`src/rtl/fetch_defines.svh`:
```
`ifndef FETCH_DEFINES_SVH
`define FETCH_DEFINES_SVH

// first address fetched once reset is released
`define FETCH_RESET_VECTOR 32'h0000_0100

// direct-mapped, one 32-bit word per line
`define FETCH_CACHE_LINES 16

// instruction ROM size in words
// byte addresses at or above FETCH_ROM_WORDS * 4 fault
`define FETCH_ROM_WORDS 1024

// cycles from rom_req to rom_valid
`define FETCH_ROM_LATENCY 3

// addi x0, x0, 0
`define FETCH_NOP 32'h0000_0013

`endif

```
`src/rtl/fetch_pkg.sv`:
```
package fetch_pkg;

    typedef enum logic [1:0] {
        CMD_NONE      = 2'd0,
        CMD_EXECUTE   = 2'd1,
        CMD_FLUSH_ALL = 2'd2
    } cache_cmd_e;

    typedef enum logic [2:0] {
        RSP_IDLE         = 3'd0,
        RSP_WAIT         = 3'd1,
        RSP_DONE         = 3'd2,
        RSP_MISALIGNED   = 3'd3,
        RSP_ACCESS_FAULT = 3'd4
    } cache_resp_e;

    // low bits of mcause
    typedef enum logic [3:0] {
        EXC_ADDR_MISALIGNED = 4'd0,
        EXC_ACCESS_FAULT    = 4'd1,
        EXC_TIMER_IRQ       = 4'd7,
        EXC_EXTERNAL_IRQ    = 4'd11
    } exc_code_e;

    typedef enum logic [1:0] {
        FS_RESET,
        FS_RUN,
        FS_FLUSH,
        FS_AFTER_FLUSH
    } fetch_state_e;

    typedef enum logic [1:0] {
        CS_IDLE,
        CS_REFILL,
        CS_FLUSH
    } cache_state_e;

    typedef struct packed {
        cache_cmd_e  cmd;
        logic [31:0] addr;
    } cache_req_t;

    typedef struct packed {
        cache_resp_e resp;
        logic [31:0] data;
    } cache_rsp_t;

    typedef struct packed {
        logic [31:0] instr;
        logic [31:0] pc;
        logic        exc_start;
        exc_code_e   cause;
        logic        interrupt;
    } f2e_t;

    typedef struct packed {
        logic        ready;
        logic        exc_start;
        logic        exc_return;
        logic [31:0] epc;
        logic        flush;
        logic        branch_taken;
        logic [31:0] branch_target;
    } e2f_t;

endpackage

```
`src/rtl/fetch_ctrl.sv`:
```
`timescale 1ns/1ns
`include "fetch_defines.svh"

module fetch_ctrl (
    input  logic                  clk,
    input  logic                  reseted,
    input  logic [31:0]           mtvec,
    input  logic                  irq_timer,
    input  logic                  irq_external,
    input  fetch_pkg::e2f_t       e2f,
    output fetch_pkg::f2e_t       f2e,
    output fetch_pkg::cache_req_t cache_req,
    input  fetch_pkg::cache_rsp_t cache_rsp
);

    fetch_pkg::fetch_state_e state;
    fetch_pkg::fetch_state_e state_next;
    fetch_pkg::cache_cmd_e   cmd;
    fetch_pkg::exc_code_e    cause;
    logic [31:0]             pc;
    logic [31:0]             next_pc;
    logic [31:0]             saved_instr;
    logic [31:0]             instr;
    logic                    exc_start;
    logic                    cause_irq;
    logic                    rsp_done;
    logic                    rsp_idle;
    logic                    rsp_wait;
    logic                    rsp_misaligned;
    logic                    rsp_access_fault;
    logic                    rsp_fault;
    logic                    accept;

    assign rsp_done         = cache_rsp.resp == fetch_pkg::RSP_DONE;
    assign rsp_idle         = cache_rsp.resp == fetch_pkg::RSP_IDLE;
    assign rsp_wait         = cache_rsp.resp == fetch_pkg::RSP_WAIT;
    assign rsp_misaligned   = cache_rsp.resp == fetch_pkg::RSP_MISALIGNED;
    assign rsp_access_fault = cache_rsp.resp == fetch_pkg::RSP_ACCESS_FAULT;
    assign rsp_fault        = rsp_misaligned || rsp_access_fault;

    // cycles where a new fetch address may be chosen, none while reset is held
    assign accept = !reseted && (state != fetch_pkg::FS_FLUSH) && !rsp_wait &&
                    ((state == fetch_pkg::FS_RESET) || rsp_fault ||
                     (e2f.ready && (rsp_done || rsp_idle)));

    // instruction towards execute
    always_comb begin
        instr = `FETCH_NOP;
        if (state != fetch_pkg::FS_RESET && state != fetch_pkg::FS_FLUSH) begin
            if (rsp_done) begin
                instr = cache_rsp.data;
            end else if (rsp_idle && state != fetch_pkg::FS_AFTER_FLUSH) begin
                // execute stalled, keep presenting the same word
                instr = saved_instr;
            end
        end
    end

    // fault codes beat interrupts, external beats timer
    always_comb begin
        cause     = fetch_pkg::EXC_ADDR_MISALIGNED;
        cause_irq = 1'b0;
        if (rsp_misaligned) begin
            cause = fetch_pkg::EXC_ADDR_MISALIGNED;
        end else if (rsp_access_fault) begin
            cause = fetch_pkg::EXC_ACCESS_FAULT;
        end else if (irq_external) begin
            cause     = fetch_pkg::EXC_EXTERNAL_IRQ;
            cause_irq = 1'b1;
        end else if (irq_timer) begin
            cause     = fetch_pkg::EXC_TIMER_IRQ;
            cause_irq = 1'b1;
        end
    end

    // next address and cache command
    always_comb begin
        next_pc    = pc;
        cmd        = fetch_pkg::CMD_NONE;
        exc_start  = 1'b0;
        state_next = state;
        if (state == fetch_pkg::FS_FLUSH) begin
            if (!rsp_done) begin
                cmd = fetch_pkg::CMD_FLUSH_ALL;
            end else begin
                state_next = fetch_pkg::FS_AFTER_FLUSH;
            end
        end else if (rsp_wait) begin
            // refill or fault check still running, hold the request
            cmd = fetch_pkg::CMD_EXECUTE;
        end else if (accept) begin
            cmd        = fetch_pkg::CMD_EXECUTE;
            state_next = fetch_pkg::FS_RUN;
            if (state == fetch_pkg::FS_RESET) begin
                next_pc = `FETCH_RESET_VECTOR;
            end else if (irq_external || irq_timer) begin
                exc_start = 1'b1;
                next_pc   = mtvec;
            end else if (e2f.exc_return) begin
                next_pc = e2f.epc;
            end else if (e2f.branch_taken) begin
                next_pc = e2f.branch_target;
            end else if (e2f.ready && e2f.flush) begin
                // pc stays put so fetching resumes at pc + 4
                cmd        = fetch_pkg::CMD_FLUSH_ALL;
                state_next = fetch_pkg::FS_FLUSH;
            end else if (e2f.ready && e2f.exc_start) begin
                next_pc = mtvec;
            end else if (rsp_fault) begin
                exc_start = 1'b1;
                next_pc   = mtvec;
            end else begin
                next_pc = pc + 32'd4;
            end
        end
    end

    always_ff @(posedge clk) begin
        if (reseted) begin
            state <= fetch_pkg::FS_RESET;
            pc    <= `FETCH_RESET_VECTOR;
        end else begin
            state <= state_next;
            pc    <= next_pc;
        end
    end

    always_ff @(posedge clk) begin
        saved_instr <= instr;
    end

    assign cache_req.cmd  = cmd;
    assign cache_req.addr = next_pc;

    assign f2e.instr     = instr;
    assign f2e.pc        = pc;
    assign f2e.exc_start = exc_start;
    assign f2e.cause     = cause;
    assign f2e.interrupt = cause_irq;

endmodule

```
`src/rtl/icache.sv`:
```
`timescale 1ns/1ns
`include "fetch_defines.svh"

module icache (
    input  logic                  clk,
    input  logic                  reseted,
    input  fetch_pkg::cache_req_t cache_req,
    output fetch_pkg::cache_rsp_t cache_rsp,
    output logic                  rom_req,
    output logic [31:0]           rom_addr,
    input  logic                  rom_valid,
    input  logic [31:0]           rom_data
);

    localparam int          LINES     = `FETCH_CACHE_LINES;
    localparam int          IDX_W     = $clog2(LINES);
    localparam int          TAG_W     = 30 - IDX_W;
    localparam logic [31:0] ROM_BYTES = 32'(`FETCH_ROM_WORDS * 4);

    fetch_pkg::cache_state_e state;
    fetch_pkg::cache_resp_e  rsp_resp;
    logic [31:0]             rsp_data;
    logic [LINES-1:0]        valid;
    logic [TAG_W-1:0]        tag_mem [LINES];
    logic [31:0]             data_mem [LINES];
    logic [IDX_W-1:0]        flush_idx;
    logic [IDX_W-1:0]        req_idx;
    logic [TAG_W-1:0]        req_tag;
    logic [IDX_W-1:0]        refill_idx;
    logic                    misaligned;
    logic                    out_of_range;
    logic                    hit;
    logic                    lookup;

    assign req_idx    = cache_req.addr[2 +: IDX_W];
    assign req_tag    = cache_req.addr[31 -: TAG_W];
    assign refill_idx = rom_addr[2 +: IDX_W];

    // fault checks come before the tag lookup
    assign misaligned   = cache_req.addr[1:0] != 2'b00;
    assign out_of_range = cache_req.addr >= ROM_BYTES;
    assign hit          = valid[req_idx] && (tag_mem[req_idx] == req_tag);
    assign lookup       = (state == fetch_pkg::CS_IDLE) &&
                          (cache_req.cmd == fetch_pkg::CMD_EXECUTE);

    always_ff @(posedge clk) begin
        if (reseted) begin
            state     <= fetch_pkg::CS_IDLE;
            rsp_resp  <= fetch_pkg::RSP_IDLE;
            rom_req   <= 1'b0;
            flush_idx <= '0;
            valid     <= '0;
        end else begin
            rom_req <= 1'b0;
            case (state)
                fetch_pkg::CS_IDLE: begin
                    if (cache_req.cmd == fetch_pkg::CMD_EXECUTE) begin
                        if (misaligned) begin
                            rsp_resp <= fetch_pkg::RSP_MISALIGNED;
                        end else if (out_of_range) begin
                            rsp_resp <= fetch_pkg::RSP_ACCESS_FAULT;
                        end else if (hit) begin
                            rsp_resp <= fetch_pkg::RSP_DONE;
                        end else begin
                            rsp_resp <= fetch_pkg::RSP_WAIT;
                            rom_req  <= 1'b1;
                            state    <= fetch_pkg::CS_REFILL;
                        end
                    end else if (cache_req.cmd == fetch_pkg::CMD_FLUSH_ALL) begin
                        rsp_resp  <= fetch_pkg::RSP_WAIT;
                        flush_idx <= '0;
                        state     <= fetch_pkg::CS_FLUSH;
                    end else begin
                        rsp_resp <= fetch_pkg::RSP_IDLE;
                    end
                end
                fetch_pkg::CS_REFILL: begin
                    if (rom_valid) begin
                        valid[refill_idx] <= 1'b1;
                        rsp_resp          <= fetch_pkg::RSP_DONE;
                        state             <= fetch_pkg::CS_IDLE;
                    end
                end
                default: begin
                    // one line per cycle
                    valid[flush_idx] <= 1'b0;
                    if (flush_idx == IDX_W'(LINES - 1)) begin
                        rsp_resp <= fetch_pkg::RSP_DONE;
                        state    <= fetch_pkg::CS_IDLE;
                    end else begin
                        flush_idx <= flush_idx + 1'b1;
                    end
                end
            endcase
        end
    end

    // line storage, refill address and read data
    always_ff @(posedge clk) begin
        if (lookup) begin
            rom_addr <= cache_req.addr;
            rsp_data <= data_mem[req_idx];
        end
        if (state == fetch_pkg::CS_REFILL && rom_valid) begin
            data_mem[refill_idx] <= rom_data;
            tag_mem[refill_idx]  <= rom_addr[31 -: TAG_W];
            rsp_data             <= rom_data;
        end
    end

    assign cache_rsp.resp = rsp_resp;
    assign cache_rsp.data = rsp_data;

endmodule

```
`src/rtl/imem_rom.sv`:
```
`timescale 1ns/1ns
`include "fetch_defines.svh"

module imem_rom (
    input  logic        clk,
    input  logic        reseted,
    input  logic        rom_req,
    input  logic [31:0] rom_addr,
    output logic        rom_valid,
    output logic [31:0] rom_data
);

    localparam int          LAT      = `FETCH_ROM_LATENCY;
    localparam int          IDX_W    = $clog2(`FETCH_ROM_WORDS);
    localparam logic [31:0] NOP_WORD = `FETCH_NOP;

    logic [LAT-1:0]   valid_pipe;
    logic [IDX_W-1:0] idx_pipe [LAT];

    always_ff @(posedge clk) begin
        if (reseted) begin
            valid_pipe <= '0;
        end else begin
            valid_pipe[0] <= rom_req;
            for (int i = 1; i < LAT; i++) begin
                valid_pipe[i] <= valid_pipe[i-1];
            end
        end
    end

    // only the word index travels down the line
    always_ff @(posedge clk) begin
        idx_pipe[0] <= rom_addr[2 +: IDX_W];
        for (int i = 1; i < LAT; i++) begin
            idx_pipe[i] <= idx_pipe[i-1];
        end
    end

    assign rom_valid = valid_pipe[LAT-1];
    // word index in the upper half, low half of the nop below it
    assign rom_data  = {16'(idx_pipe[LAT-1]), NOP_WORD[15:0]};

endmodule

```
`src/rtl/fetch_top.sv`:
```
`timescale 1ns/1ns

module fetch_top (
    input  logic              clk,
    input  logic              reseted,
    input  logic [31:0]       mtvec,
    input  logic              irq_timer,
    input  logic              irq_external,
    input  fetch_pkg::e2f_t   e2f,
    output fetch_pkg::f2e_t   f2e
);

    fetch_pkg::cache_req_t cache_req;
    fetch_pkg::cache_rsp_t cache_rsp;
    logic                  rom_req;
    logic [31:0]           rom_addr;
    logic                  rom_valid;
    logic [31:0]           rom_data;

    fetch_ctrl u_fetch_ctrl (
        .clk          (clk),
        .reseted      (reseted),
        .mtvec        (mtvec),
        .irq_timer    (irq_timer),
        .irq_external (irq_external),
        .e2f          (e2f),
        .f2e          (f2e),
        .cache_req    (cache_req),
        .cache_rsp    (cache_rsp)
    );

    icache u_icache (
        .clk       (clk),
        .reseted   (reseted),
        .cache_req (cache_req),
        .cache_rsp (cache_rsp),
        .rom_req   (rom_req),
        .rom_addr  (rom_addr),
        .rom_valid (rom_valid),
        .rom_data  (rom_data)
    );

    imem_rom u_imem_rom (
        .clk       (clk),
        .reseted   (reseted),
        .rom_req   (rom_req),
        .rom_addr  (rom_addr),
        .rom_valid (rom_valid),
        .rom_data  (rom_data)
    );

endmodule

```
`config.mk`:
```
export PLATFORM = sky130hd
export DESIGN_NAME = fetch_top
export DESIGN_NICKNAME = d
export VERILOG_FILES = /design/src/rtl/fetch_pkg.sv /design/src/rtl/fetch_ctrl.sv /design/src/rtl/icache.sv /design/src/rtl/imem_rom.sv /design/src/rtl/fetch_top.sv
export VERILOG_INCLUDE_DIRS = /design/src /design/src/rtl
export SDC_FILE = /design/constraint.sdc
export NUM_CORES = 1
export LEC_CHECK = 0
export ABC_AREA = 1
export BUFFER_PORTS_ARGS = -buffer_cell sky130_fd_sc_hd__clkbuf_2
export CAP_MARGIN = 15
export CORE_MARGIN = 1.5
export CORE_UTILIZATION = 31
export CTS_CLUSTER_SIZE = 25
export DETAILED_ROUTE_END_ITERATION = 10
export MAX_ROUTING_LAYER = met4
export SYNTH_ARGS = -nofsm -noshare
export SYNTH_HDL_FRONTEND = slang
export SYNTH_HIERARCHICAL = 1
export SYNTH_SLANG_ARGS = --single-unit
```
`constraint.sdc`:
```
create_clock -name clk -period 8.1 [get_ports clk]
set_input_delay 1.215 -clock clk [delete_from_list [all_inputs] [get_ports clk]]
set_output_delay 1.215 -clock clk [all_outputs]
set_load 0.01 [all_outputs]
```
==> impl_metrics.env <==
export IMPL_wirelength_mm=132.2
export IMPL_path_clk_slew_ns=0.06
export IMPL_critPathLaunch="e2f[68]"
export IMPL_boundaryPins=175
export IMPL_root_buffer="clkbuf_16"
export IMPL_syn2layout_area_growth_pct=12.89
export IMPL_finalSetupViolations=0
export IMPL_firstDrtPassIters=6
export IMPL_finClkSkew_ns=0.02346
export IMPL_clock_latency_ns=0.72
export IMPL_overflow=0
export IMPL_slowest_stage="nor2_2"
export IMPL_post_place_ws_ns=1.909
export IMPL_syn_inst=4371
export IMPL_clock_path_buffers=3
export IMPL_drt_iter0_markers=3455
export IMPL_grt_pass1_wl_mm=195.6
export IMPL_finalHoldViolCount=0
export IMPL_fmax_ghz=0.1759
export IMPL_die_w_um=392.5
export IMPL_grt_usage=0.1730
export IMPL_yosys_warnings=6
export IMPL_crit_type="input pin to flop"
export IMPL_rrSetupSlack_ns=2.54
export IMPL_finalSetupTns_ns=0
export IMPL_r2r_end="u_icache/rsp_resp[0]$_SDFFE_PP0P_"
export IMPL_drv_cap=0
export IMPL_grt_setup_unrepaired="false"
export IMPL_final_cell_mix="nand2_1, edfxtp_1, nor2_1"
export IMPL_cts_sinks=1115
export IMPL_hpwl_mm=70.31
export IMPL_cts_tree="yes"
export IMPL_cts_buffers_inserted=104
export IMPL_hold_class="flop to flop"
export IMPL_rr_startpoint="u_icache/rsp_resp[0]$_SDFFE_PP0P_"
export IMPL_start_util=0.3130
export IMPL_syn_avg_cell_area_um2=10.76
export IMPL_layout_setup_ws_ns=2.415
export IMPL_ir_drop_v=0.0001739
export IMPL_cp_arrival_ns=6.24
export IMPL_place_congestion=0.8846
export IMPL_cp_end_kind="flop"
export IMPL_antenna_left=0
export IMPL_p_leak_uw=0.01909
export IMPL_cp_required_ns=8.66
export IMPL_period_share=0.7018
export IMPL_power_density_nw_per_um2=279.4
export IMPL_drive_gt1_frac=0.1025
export IMPL_drv_slew=0
export IMPL_antenna_found_initial=1
export IMPL_crit_path_max_incr_delay_ns=0.55
export IMPL_min_period_ns=5.685
export IMPL_die_area_um2=154100
export IMPL_r2r_worst_path_cells=31
export IMPL_cts_htree_levels=3
export IMPL_crit_path_start_kind="input pin"
export IMPL_max_slew_margin=0.1624
export IMPL_cts_setup_buffers=0
export IMPL_grt_pass1_vias=30510
export IMPL_critPathMaxFanout=192
export IMPL_status="completed"
export IMPL_final_common_cell="nand2_1"
export IMPL_fin_nets=4570
export IMPL_synthesis_area_um2=47040
export IMPL_dieHeight_um=392.5
export IMPL_tightest_slew_ns=1.253
export IMPL_wl_per_cell_um=20.13
export IMPL_num_rows=142
export IMPL_cp_common_cell="nand2_1"
export IMPL_ctsResizeCount=0
export IMPL_vias_per_cell=5.009
export IMPL_drc=0
export IMPL_port_buffer_count=174
export IMPL_fp_coreArea_um2=150300
export IMPL_crit_end="u_icache/rsp_resp[0]$_SDFFE_PP0P_"
export IMPL_dr_total_vias=32880
export IMPL_grt_max_degree=193
export IMPL_ctsHoldBuffers=0
layout make-up:
class,instances,area (µm²)
fill,14830,97200
sequential,1115,32230
multi-input combinational,2705,12500
clock buffer,149,2954
tap,2016,2522
timing repair buffer,236,1399
inverter,298,1139
clock inverter,44,357.8
antenna,1,2.502
critical path: cells and delay by family:
family                 cells  cell delay, ns
AND/OR/NAND/NOR           21            2.74
AO/OA/AOI/OAI              4            0.32
buffers and inverters      6            1.57
registers in the layout, summed over array words and instances (netlist names), named ones only:
register                  count
u_icache/rom_req              1
u_icache/flush_idx            4
u_fetch_ctrl/pc              32
u_imem_rom/idx_pipe          30
u_fetch_ctrl/state            1
u_icache/rsp_resp             3
u_icache/rom_addr            30
u_icache/tag_mem            416
u_imem_rom/valid_pipe         3
u_icache/valid               16
u_fetch_ctrl/saved_instr     32
u_icache/rsp_data            32
u_icache/state                2
u_icache/data_mem           512
how the worst min path moves through the flow:
stage          slack (ns)                                  to  depth (start not counted)                              start
4_1_cts              0.31  u_imem_rom/idx_pipe[0][17]$_DFF_P_                          0  u_imem_rom/idx_pipe[0][7]$_DFF_P_
3_5_place_dp         0.31  u_imem_rom/idx_pipe[0][13]$_DFF_P_                          0  u_imem_rom/idx_pipe[0][3]$_DFF_P_
2_1_floorplan        0.31  u_imem_rom/idx_pipe[0][10]$_DFF_P_                          0  u_imem_rom/idx_pipe[0][0]$_DFF_P_
5_1_grt              0.32  u_imem_rom/idx_pipe[0][17]$_DFF_P_                          0  u_imem_rom/idx_pipe[0][7]$_DFF_P_
6_report             0.31  u_imem_rom/idx_pipe[0][17]$_DFF_P_                          0  u_imem_rom/idx_pipe[0][7]$_DFF_P_
3_3_place_gp         0.31  u_imem_rom/idx_pipe[0][13]$_DFF_P_                          0  u_imem_rom/idx_pipe[0][3]$_DFF_P_
stage by stage:
stage / power, µW / instance area, µm² / hold slack (ns) / util / cells
after global routing: 15460 / 53100 / 0.3172 / 0.3533 / 6564
after detailed placement: 10140 / 49790 / 0.3121 / 0.3313 / 6370
after CTS: 14910 / 53100 / 0.3129 / 0.3533 / 6563
after floorplan: 9121 / 47120 / 0.3096 / - / 4391
final: 14840 / 53100 / 0.3129 / 0.3533 / 6564
after global placement: 10100 / 49790 / 0.3101 / 0.3313 / 6370
power breakdown:
part	switching [µW]	internal [µW]	total (µW)
Sequential	501	7030	7530
Combinational	1870	649	2520
Clock	2130	2660	4790
Total	4500	10300	14800
layer usage:
layer	part of all wire	up-vias	wire, µm	track usage
met4	0.024	0	3237	0.04668
li1	-	15260	-	-
met3	0.080	219	10520	0.02777
met5	0	-	0	-
met2	0.46	1316	60580	0.2616
met1	0.44	16080	57810	0.2410
No activity file was read; power rests on OpenSTA's default activity.
